$ cat config.mk
export PLATFORM = sky130hd
export DESIGN_NAME = dcache_load_align
export DESIGN_NICKNAME = d
export VERILOG_FILES = /design/src/hdl/dcache_pkg.sv /design/src/hdl/dcache_load_align.sv
export VERILOG_INCLUDE_DIRS = /design/src /design/src/include
export SDC_FILE = /design/constraint.sdc
export NUM_CORES = 1
export LEC_CHECK = 0
export BUFFER_PORTS_ARGS = -buffer_cell sky130_fd_sc_hd__buf_2
export CAP_MARGIN = 20
export CORE_MARGIN = 2
export CORE_UTILIZATION = 35
export DETAILED_ROUTE_END_ITERATION = 8
export GPL_ROUTABILITY_DRIVEN = 0
export PLACE_DENSITY = 0.87
export SLEW_MARGIN = 20
export SYNTH_ARGS = -nofsm -noshare
export SYNTH_HDL_FRONTEND = slang
export SYNTH_SLANG_ARGS = --single-unit
export TNS_END_PERCENT = 50
$ cat constraint.sdc
create_clock -name vclk -period 1
set_input_delay 0.05 -clock vclk [all_inputs]
set_output_delay 0.05 -clock vclk [all_outputs]
set_load 0.01 [all_outputs]
$ cat src/include/dcache_macros.svh
// data cache geometry
// 4-way set associative, 16 sets, 16-byte lines on a 32-bit address
`ifndef DCACHE_MACROS_SVH
`define DCACHE_MACROS_SVH

// ways per set
`define DC_WAYS        4
// number of sets
`define DC_SETS        16
// 32-bit words per line
`define DC_LINE_WORDS  4

// address split, tag + index + offset = 32
`define DC_OFFSET_W    4
`define DC_INDEX_W     4
`define DC_TAG_W       24

`endif

$ cat src/hdl/dcache_pkg.sv
// data cache shared types
// address split, line and way vectors, cpu request, write-back beat, fsm states
`include "dcache_macros.svh"

package dcache_pkg;

    typedef struct packed {
        logic [`DC_TAG_W-1:0]    tag;
        logic [`DC_INDEX_W-1:0]  index;
        logic [`DC_OFFSET_W-1:0] offset;
    } dc_addr_t;

    typedef logic [`DC_LINE_WORDS-1:0][31:0] dc_line_t;

    typedef logic [`DC_WAYS-1:0] dc_way_t;  // one-hot

    typedef enum logic [1:0] {
        BYTE,
        HALF,
        WORD
    } load_size_e;

    typedef struct packed {
        logic       op;        // 0 load, 1 store
        dc_addr_t   addr;
        logic [3:0] wstrb;
        logic [31:0] wdata;
        load_size_e size;
        logic       sign_ext;
    } cpu_req_t;

    // one write-back beat, full line
    typedef struct packed {
        logic [31:0] addr;
        dc_line_t    data;
    } mem_wr_t;

    typedef enum logic [2:0] {
        LOOKUP,
        MISS_DIRTY,
        WRITEBACK,
        MISS_CLEAN,
        REFILL,
        REFILL_DONE
    } dc_state_e;

endpackage

$ cat src/hdl/dcache_load_align.sv
// load data alignment
// picks the addressed byte or halfword out of the word, sign or zero extends
`timescale 1ns/100ps

module dcache_load_align (
    input  logic                   [31:0] word,
    input  logic                   [1:0]  offset,
    input  dcache_pkg::load_size_e        size,
    input  logic                          sign_ext,
    output logic                   [31:0] rdata
);
    import dcache_pkg::*;

    logic [7:0]  byte_sel;
    logic [15:0] half_sel;

    assign byte_sel = word[{offset, 3'b000} +: 8];
    assign half_sel = offset[1] ? word[31:16] : word[15:0];  // offset[0] ignored for halves

    always_comb begin
        case (size)
            BYTE: begin
                rdata = {{24{sign_ext & byte_sel[7]}}, byte_sel};
            end
            HALF: begin
                rdata = {{16{sign_ext & half_sel[15]}}, half_sel};
            end
            default: begin
                rdata = word;
            end
        endcase
    end

endmodule

; ---- Word level (Yosys, flattened, before mapping)
; Index checks and enable logic that the tools add are counted.
; Widths: inputs -> output; s select.
[totals]
register_bits = 0
input_bits = 37
output_inout_bits = 32
wordCells = 7
[op_classes]
n_eq_ne = 1
shift = 1
n_mux = 2
bitwise = 2
reduce_logical = 1
[ops]
columns = cell, count
row1 = $pmux 32 s2, 1
row2 = $shiftx 32x6->8, 1
row3 = $mux 16, 1
row4 = $and 1x1->1, 2
row5 = $eq 2x1->1 const B, 1
row6 = $logic_not 2->1, 1

; ---- Depth between registers and ports, before layout
; Gate-level depths: netlist of run 1.
[depth]
word_depth = 3
ltp_mapped = 6

; ---- Worst setup path after synthesis of run 1
; OpenSTA, ideal clock, no wires.
[synth_timing]
kind = input to output
from = input port size[1]
to = output port rdata[16]
arrival_time_ns = 0.938
slack_ns = 0.012
path_stages = 6
path_buffers = 2
cell_sequence = buf_4 -> nand2b_1 -> a31oi_1 -> nand2_2 -> buf_2 -> nand2_1
[synth_via]
elab_chain_len = 2
[synth_rtl]
columns = element, line
row1 = "start, declared", dcache_load_align.sv:8  ; input dcache_pkg::load_size_e size,
row2 = $eq 2x1->1 / $logic_not 2->1 (equally long branches), dcache_load_align.sv:21  ; case (size)
row3 = $pmux 32 s2 (*), dcache_load_align.sv:21
row4 = "end, declared", dcache_load_align.sv:10  ; output logic [31:0] rdata
; Every way passes the cells marked *; elsewhere a longest branch is shown, timed or not.

; ---- Worst setup path in the final report of run 1
[layout_timing]
from = input port offset[0]
to = output port rdata[15]
[layout_via]
elab_chain_len = 3
[layout_rtl]
columns = element, line
row1 = "start, declared", dcache_load_align.sv:7  ; input logic [1:0] offset,
row2 = $shiftx 32x6->8, dcache_load_align.sv:17  ; assign byte_sel = word[{offset, 3'b000} +: 8];
row3 = $and 1x1->1, dcache_load_align.sv:23  ; rdata = {{24{sign_ext & byte_sel[7]}}, byte_sel};
row4 = $pmux 32 s2, dcache_load_align.sv:21
; Every way passes these cells.

==> out/metrics.csv, run 1 <==
stage;metric;value;unit
min_path;worst min path class;input port to primary output;
setup_path;CP most frequent cell;buf_6;
finish;commonest non-fill, non-tap cell in the layout;buf_2;
timing;post-route minimum period;1.219;ns
floorplan;die width;48.90;µm
min_path;Hold Path Stages;4;
floorplan;Core Area;1922;µm²
detailed_routing;wire per inst;12.79;µm
global_routing;initial antenna violation count;0;
logic_synthesis;Netlist cell types;26;
detailed_routing;wl on met1;1159;µm
detailed_routing;Detail Route Antenna Nets;0;
setup_path;critical setup path kind;input port to primary output;
timing;slew margin rel.;72.25;%
detailed_routing;Vias;1178;
floorplan;Starting Density;36.72;%
finish;final core occ;71.81;%
status;status;complete, but fails checks;
min_path;Hold Crit Start;word[6];
setup_path;delay of the slowest critical-path stage;0.31;ns
setup_path;Req. time, crit path;0.95;ns
global_routing;grt ovf;0;
timing;fin. max-slew vios;0;
finish;share of cells above drive strength 1;58.13;%
timing;unrepaired setup endpoints after global routing;true;
detailed_routing;DR iter-0 viols;20;
detailed_routing;Pre-antenna DRT Iters;4;
place;post-placement cell area;1171;µm²
setup_path;CP max-delay cell;a221o_2;
timing;Tcrit/Tclk final;121.9;%
logic_synthesis;Ys Warns;0;
floorplan;IO Count;69;
logic_synthesis;syn avg cell area;5.737;µm²
finish;seq_cells;0;
logic_synthesis;Syn Nets;160;
logic_synthesis;Seq/Total Area, Yosys;0;%
detailed_routing;met2 routed WL;1595;µm
detailed_routing;max layer used;met4;
setup_path;nature of the critical path endpoint;primary output;
floorplan;Core Rows;16;
timing;worst slew pin tran;0.4144;ns
finish;nets@finish;242;
status;violated checks;negative setup slack;
timing;fmax;820.6;MHz
timing;Final setup viols;28;
logic_synthesis;Mapped Area;705.7;µm²
power_and_ir_drop;peak supply drop;358.9;µV
job;max_cap viols;0;
global_routing;largest net degree at the start of global routing;30;
finish;Area Growth Syn to Fin;95.57;%
clocking;CTS hold repair buffers;0;
detailed_routing;total wire length;2941;µm
setup_path;startpoint types;input port;
finish;Clock Buffer Count;0;
setup_path;crit path max fanout;4;
setup_path;delay-heaviest family, CP;multiplexers;
place;post-detail-place hpwl;1982;µm
setup_path;CP Data Arrival Time;1.17;ns
setup_path;Buf/Inv on CP;3;
floorplan;Die Height;48.90;µm
detailed_routing;WL met3;163;µm
power_and_ir_drop;power per cell area;551.2;nW/µm²
finish;final instance area;1380;µm²
timing;Final Hold Violating Endpoints;0;
detailed_routing;DRC;0;
global_routing;Global Route Usage Sum;24.32;%
place;port buffer count;69;
min_path;Endpoint, Worst Hold;rdata[6];
detailed_routing;post-DR vias/cell;5.122;
logic_synthesis;Mapped Cells;123;
global_routing;first-pass GRT wire length;4836;µm
finish;highest-count cells in the layout ignoring fill and taps;buf_2 (58), nand2_1 (52), buf_4 (15);
setup_path;crit-path cells;buf_12, mux2i_4, mux2_4, nor3_4, buf_6, a221o_2, buf_6;
timing;final setup margin;-0.2187;ns
power_and_ir_drop;LEAKAGE;0.8074;nW
finish;Ant. Diodes;0;
global_routing;vias in the first global route;1115;
finish;register area;0;µm²
floorplan;die area;2391;µm²
timing repair:
action,CTS,global route
pin swaps,1,10
setup buffers,2,0
setup endpoints to repair,32,32
resized for setup,21,27
worst max-delay path by stage:
stage	start	endpoint	slack [ns]	depth (start not counted)
final	offset[0]	rdata[15]	-0.22	7
after global routing	offset[0]	rdata[28]	-0.26	7
after CTS	offset[0]	rdata[15]	-0.21	7
after detailed placement	offset[0]	rdata[15]	-0.27	6
after global placement	offset[0]	rdata[10]	-0.25	6
after floorplan	size[1]	rdata[16]	0.01	6
per-stage QoR:
stage / power (mW) / TNS (ns) / hold slack [ns] / setup slack, ns / cells
floorplan: 0.3391 / 0 / 0.2237 / 0.01180 / 123
global placement: 0.6118 / -4.908 / 0.3836 / -0.2463 / 228
detailed placement: 0.6208 / -5.572 / 0.3831 / -0.2660 / 228
CTS: 0.6963 / -3.335 / 0.3837 / -0.2060 / 230
global route: 0.8262 / -6.348 / 0.4105 / -0.2633 / 230
finish: 0.7607 / -4.894 / 0.3825 / -0.2187 / 230
tightest hold or removal path, cell delays in order:
cell	delay [ns]
buf_2	0.08
nand2_2	0.05
o21ai_2	0.04
buf_2	0.12
synthesized netlist by cell type (all sizes together):
master / count / area (µm²)
a21o: 3 / 22.52
a21oi: 3 / 15.01
a221o: 8 / 90.09
a221oi: 1 / 8.760
a22oi: 5 / 42.54
a2bb2oi: 3 / 26.28
a31oi: 1 / 6.260
and2b: 2 / 15.01
buf: 7 / 45.04
clkbuf: 3 / 11.26
inv: 2 / 7.510
mux2: 1 / 11.26
mux2i: 2 / 20.02
nand2: 56 / 212.7
nand2b: 7 / 43.79
nor2: 4 / 15.01
nor2b: 5 / 36.29
nor3: 1 / 16.27
o21ai: 4 / 20.02
o21bai: 1 / 7.510
o22a: 3 / 26.28
o22ai: 1 / 6.260
per-layer routing:
layer	global-route usage, %	up-vias
li1	-	593
met1	29.93	531
met2	48.63	52
met3	1.227	2
met4	0	0
met5	0	-
cell families (layout without fill, tap and decap cells):
logic type             Yosys count  after routing  synth area share [%]
muxes                            3              3                 4.433
and+or+nand+nor                 75             75                 48.05
AOI/OAI and AO/OA               33             33                 38.48
buffers and inverters           12             92                 9.042
power by group:
| group | switching, mW | internal [mW] | total [mW] |
|---|---|---|---|
| Combinational | 0.363 | 0.398 | 0.761 |
| Sequential | 0 | 0 | 0 |
| Clock | 0 | 0 | 0 |
area by class of cell:
class	count	area, µm²
inverter	2	7.507
tap	27	33.78
fill	183	541.8
multi-input combinational	111	726.9
timing repair buffer	90	611.8
Note: power is estimated with default switching activity, not from simulation.
==> run 2: changes to the inputs <==
CAP_MARGIN = not set   (was 20)
SETUP_SLACK_MARGIN = 0.1   (was not set)
==> run 2 against run 1 <==
  * The flow still finishes with violations (negative setup slack)
  * Die area is the same
  * Sequential share of layout area is the same
  * Final cell count is the same
  * Critical endpoint is now rdata[7]
  * Combinational power shrank 5.1%
  * Core utilization shrank 2.5 points
==> out/metrics.csv, run 2 (synthesis results as in run 1) <==
stage;metric;value;unit;change
detailed_routing;Vias;1146;;-2.7%
setup_path;CP Data Arrival Time;1.17;ns;about the same
timing;post-route minimum period;1.219;ns;-0.0001000 ns
timing;Final setup viols;30;;+7.1%
global_routing;first-pass GRT wire length;4243;µm;-12%
detailed_routing;DRC;0;;unchanged
finish;Area Growth Syn to Fin;88.83;%;
power_and_ir_drop;clock share of power;0;%;unchanged
floorplan;die width;48.90;µm;unchanged
place;post-detail-place hpwl;2012;µm;+1.5%
clocking;CTS hold repair buffers;0;;unchanged
finish;final core occ;69.34;%;-2.5 points
floorplan;Core Rows;16;;unchanged
finish;Ant. Diodes;0;;unchanged
detailed_routing;DR iter-0 viols;19;;-5.0%
status;violated checks;negative setup slack;;
power_and_ir_drop;Logic pwr share;100.0;%;about the same
detailed_routing;post-DR vias/cell;4.983;;-2.7%
setup_path;critical setup path kind;input port to primary output;;
timing;slew margin rel.;76.11;%;+3.9 points
global_routing;initial antenna violation count;0;;unchanged
global_routing;largest net degree at the start of global routing;22;;-27%
timing;worst hold slack;0.3878;ns;+0.005271 ns
place;port buffer count;69;;unchanged
global_routing;grt ovf;0;;unchanged
floorplan;Core Area;1922;µm²;unchanged
power_and_ir_drop;peak supply drop;352.9;µV;-1.7%
status;status;complete, but fails checks;;
power_and_ir_drop;internal cell power;0.3831;mW;-3.8%
setup_path;crit-path cells;buf_12, mux2i_4, buf_4, a22oi_2, nor2_1, a221oi_1, buf_2;;
min_path;Hold Path Stages;4;;unchanged
timing;Final Hold Violating Endpoints;0;;unchanged
floorplan;die area;2391;µm²;unchanged
detailed_routing;total wire length;2709;µm;-7.9%
global_routing;Global Route Usage Sum;21.11;%;-3.2 points
power_and_ir_drop;Final Total Pwr;0.7224;mW;-5.0%
finish;nets@finish;242;;unchanged
setup_path;Crit. path cell count;7;;unchanged
finish;register area;0;µm²;unchanged
setup_path;delay of the slowest critical-path stage;0.23;ns;-0.08 ns
global_routing;vias in the first global route;1063;;-4.7%
min_path;worst min path class;input port to primary output;;
setup_path;nature of the critical path endpoint;primary output;;
setup_path;startpoint types;input port;;
finish;fin cells;230;;unchanged
power_and_ir_drop;power per cell area;542.2;nW/µm²;-1.6%
timing;fin. max-slew vios;0;;unchanged
power_and_ir_drop;Reg power frac;0;%;unchanged
finish;highest-count cells in the layout ignoring fill and taps;buf_2 (59), nand2_1 (55), buf_4 (18);;
timing;final setup margin;-0.2186;ns;+0.0001000 ns
detailed_routing;Detail Route Antenna Nets;0;;unchanged
timing;fmax;820.6;MHz;about the same
floorplan;Starting Density;36.72;%;unchanged
timing;worst slew pin tran;0.3567;ns;-0.05768 ns
finish;Clock Buffer Count;0;;unchanged
finish;commonest non-fill, non-tap cell in the layout;buf_2;;
power_and_ir_drop;Psw;0.3394;mW;-6.4%
setup_path;crit path max fanout;3;;-1
floorplan;IO Count;69;;unchanged
setup_path;Buf/Inv on CP;3;;unchanged
place;Placed Instances;226;;-0.88%
setup_path;delay-heaviest family, CP;compound AO/OA/AOI/OAI gates;;
finish;share of cells above drive strength 1;53.69;%;-4.4 points
place;Place WS;-0.2655;ns;+0.0004490 ns
timing;unrepaired setup endpoints after global routing;true;;
power_and_ir_drop;switch share;46.97;%;-0.68 points
setup_path;Req. time, crit path;0.95;ns;about the same
setup_path;CP max-delay cell;a22oi_2;;
timing;Tcrit/Tclk final;121.9;%;about the same
job;max_cap viols;0;;unchanged
detailed_routing;wire per inst;11.78;µm;-7.9%
power_and_ir_drop;LEAKAGE;0.7974;nW;-1.2%
finish;seq_cells;0;;unchanged
floorplan;Die Height;48.90;µm;unchanged
detailed_routing;Pre-antenna DRT Iters;4;;unchanged
run 2: metal layers:
layer  vias to the layer above  track usage [%]  wire (µm)
met5                         -                0          0
met2                        47            44.29       1480
met4                         0            1.905          0
met3                         0            2.147        164
met1                       511            22.86       1065
li1                        588                -          -
run 2: cell type report:
cell class                 instances  area, µm²
tap                               27      33.78
timing repair buffer              90      594.3
fill                             171      589.3
inverter                           2      7.507
multi-input combinational        111      696.9
run 2: power by group through the flow:
stage | sequential, mW | clock [mW] | combinational [mW]
after CTS | 0 | 0 | 0.670
final | 0 | 0 | 0.722
after global placement | 0 | 0 | 0.610
after detailed placement | 0 | 0 | 0.618
after floorplan | 0 | 0 | 0.346
after global routing | 0 | 0 | 0.787
run 2: timing repair:
item / 4_1_cts / 5_1_grt
setup buffers: 4 / 0
pin swaps: 2 / 3
setup endpoints to repair: 32 / 32
gates resized for setup: 15 / 11
run 2: through the flow:
| step | cell area [µm²] | TNS [ns] |
|---|---|---|
| after floorplan | 723.2 | 0 |
| after detailed placement | 1164 | -6.455 |
| final | 1333 | -4.183 |
| after global routing | 1333 | -5.939 |
| after global placement | 1164 | -5.854 |
| after CTS | 1262 | -3.690 |
run 2: path summary, 6_finish.rpt:
kind  startpoint        to  slack (ns)
max    offset[0]  rdata[7]       -0.22
min      word[4]  rdata[4]        0.39
run 2: tightest hold or removal path, cell delays in order:
cell,delay [ns]
buf_2,0.07
nand2_1,0.03
o21ai_0,0.06
buf_2,0.13
==> run 3: changes to the inputs <==
SETUP_SLACK_MARGIN = 0.3   (was 0.1)
==> run 3 against run 2 <==
  * The flow still finishes with violations (negative setup slack)
  * Worst setup slack gained 0.025 ns
  * Power grew 23%
  * Non-clock buffer count grew 3
  * Combinational power grew 23%
  * Sequential share of layout area is the same
  * Core utilization grew 14 points
  * Routed wire length grew 8.0%
  * Final area grew 20%
  * Global-route usage grew 0.92 points
  * Hold slack lost 0.0051 ns
  * Critical path depth is the same
  * Critical path type unchanged
  * Highest routed layer unchanged
==> out/metrics.csv, run 3 (synthesis results as in run 1) <==
stage;metric;value;unit;change
timing;fmax;837.8;MHz;+2.1%
global_routing;first-pass GRT wire length;4457;µm;+5.0%
finish;final instance area;1593;µm²;+20%
min_path;Hold Path Stages;4;;unchanged
power_and_ir_drop;peak supply drop;425.8;µV;+21%
global_routing;GR peak layer;met2;;
finish;nets@finish;245;;+1.2%
setup_path;CP max-delay cell;a221o_2;;
detailed_routing;DRC;0;;unchanged
power_and_ir_drop;power per cell area;556.5;nW/µm²;+2.6%
status;violated checks;negative setup slack;;
detailed_routing;total wire length;2927;µm;+8.0%
place;post-placement cell area;1260;µm²;+8.3%
setup_path;startpoint types;input port;;
setup_path;crit path max fanout;4;;+1
setup_path;CP most frequent cell;buf_6;;
timing;post-route minimum period;1.194;ns;-0.02500 ns
detailed_routing;DR iter-0 viols;27;;+8
detailed_routing;Vias;1187;;+3.6%
timing;fin. max-slew vios;0;;unchanged
job;max_cap viols;0;;unchanged
global_routing;Global Route Usage Sum;22.02;%;+0.92 points
floorplan;Core Rows;16;;unchanged
floorplan;Core Area;1922;µm²;unchanged
timing;Final Hold Violating Endpoints;0;;unchanged
timing;Setup Total Neg Slack;-4.457;ns;-0.2742 ns
setup_path;delay of the slowest critical-path stage;0.31;ns;+0.08 ns
finish;Area Growth Syn to Fin;125.7;%;
detailed_routing;Detail Route Antenna Nets;0;;unchanged
setup_path;crit-path cells;buf_8, mux2i_2, mux2_4, nor3_4, buf_6, a221o_2, buf_6;;
timing;unrepaired setup endpoints after global routing;true;;
status;status;complete, but fails checks;;
global_routing;grt met2 use;42.92;%;-1.4 points
global_routing;met3 Track Usage GR;1.534;%;-0.61 points
place;port buffer count;69;;unchanged
floorplan;die area;2391;µm²;unchanged
floorplan;die width;48.90;µm;unchanged
setup_path;CP Data Arrival Time;1.14;ns;-0.03 ns
setup_path;nature of the critical path endpoint;primary output;;
floorplan;IO Count;69;;unchanged
min_path;Endpoint, Worst Hold;rdata[0];;
setup_path;CP startpoint;offset[0];;
floorplan;Die Height;48.90;µm;unchanged
finish;register area;0;µm²;unchanged
global_routing;grt met1 use;27.37;%;+4.5 points
place;post-detail-place hpwl;2081;µm;+3.4%
timing;Final setup viols;32;;+6.7%
detailed_routing;wire per inst;12.56;µm;+6.7%
finish;final core occ;82.88;%;+14 points
power_and_ir_drop;LEAKAGE;0.8730;nW;+9.5%
global_routing;initial antenna violation count;0;;unchanged
global_routing;vias in the first global route;1057;;-0.56%
clocking;CTS hold repair buffers;0;;unchanged
setup_path;Req. time, crit path;0.95;ns;about the same
timing;final setup margin;-0.1936;ns;+0.02500 ns
min_path;Hold Crit Start;word[0];;
detailed_routing;Pre-antenna DRT Iters;4;;unchanged
finish;commonest non-fill, non-tap cell in the layout;buf_2;;
timing;slew margin rel.;74.76;%;-1.4 points
finish;seq_cells;0;;unchanged
power_and_ir_drop;Final Total Pwr;0.8864;mW;+23%
detailed_routing;post-DR vias/cell;5.094;;+2.2%
setup_path;critical setup path kind;input port to primary output;;
min_path;worst min path class;input port to primary output;;
timing;worst slew pin tran;0.3769;ns;+0.02025 ns
finish;share of cells above drive strength 1;64.56;%;+11 points
finish;highest-count cells in the layout ignoring fill and taps;buf_2 (47), nand2_1 (43), buf_6 (26);;
timing;Tcrit/Tclk final;119.4;%;-2.5 points
finish;Ant. Diodes;0;;unchanged
floorplan;Starting Density;36.72;%;unchanged
global_routing;largest net degree at the start of global routing;19;;-14%
global_routing;grt ovf;0;;unchanged
finish;Clock Buffer Count;0;;unchanged
run 3: per-layer routing:
| metal | vias to the layer above | share of wire [%] |
|---|---|---|
| met5 | - | 0 |
| met4 | 0 | 0 |
| met3 | 0 | 4.3 |
| met2 | 44 | 55 |
| met1 | 548 | 41 |
| li1 | 595 | - |
run 3: report_power, final:
| part | internal, mW | switching [mW] | total, mW |
|---|---|---|---|
| registers | 0 | 0 | 0 |
| logic | 0.485 | 0.401 | 0.886 |
| clock network | 0 | 0 | 0 |
run 3: worst max-delay path by stage:
stage,endpoint,cells after the start
after floorplan,rdata[16],6
after global placement,rdata[15],6
after detailed placement,rdata[9],5
after CTS,rdata[8],7
after global routing,rdata[12],7
final,rdata[12],7
run 3: layout make-up:
class                           count  area, µm²
Timing Repair Buffer               93      728.2
Inverter                            2      7.507
Tap cell                           27      33.78
Multi-Input combinational cell    111      823.3
Fill cell                         140      329.1
run 3: repair_timing:
| action | 4_1_cts | 5_1_grt |
|---|---|---|
| buffers inserted | 3 | 2 |
| gates cloned | 0 | 1 |
| endpoints found under the setup margin | 32 | 32 |
| pin swaps | 5 | 3 |
| resized for setup | 23 | 33 |
| hold endpoints to repair | 0 | 0 |
run 3: worst max-delay path, delay by kind of cell:
| family | cells | cell delay (ns) |
|---|---|---|
| buffers and inverters | 3 | 0.33 |
| AO/OA/AOI/OAI | 1 | 0.31 |
| multiplexers | 2 | 0.41 |
| AND/OR/NAND/NOR | 1 | 0.04 |
run 3: through the flow:
stage | instances | worst slack, ns | hold slack, ns
2_1_floorplan | 123 | 0.09706 | 0.2102
4_1_cts | 230 | -0.1890 | 0.3859
5_1_grt | 233 | -0.2296 | 0.4075
3_3_place_gp | 227 | -0.2430 | 0.3868
6_report | 233 | -0.1936 | 0.3827
3_5_place_dp | 227 | -0.2925 | 0.3854
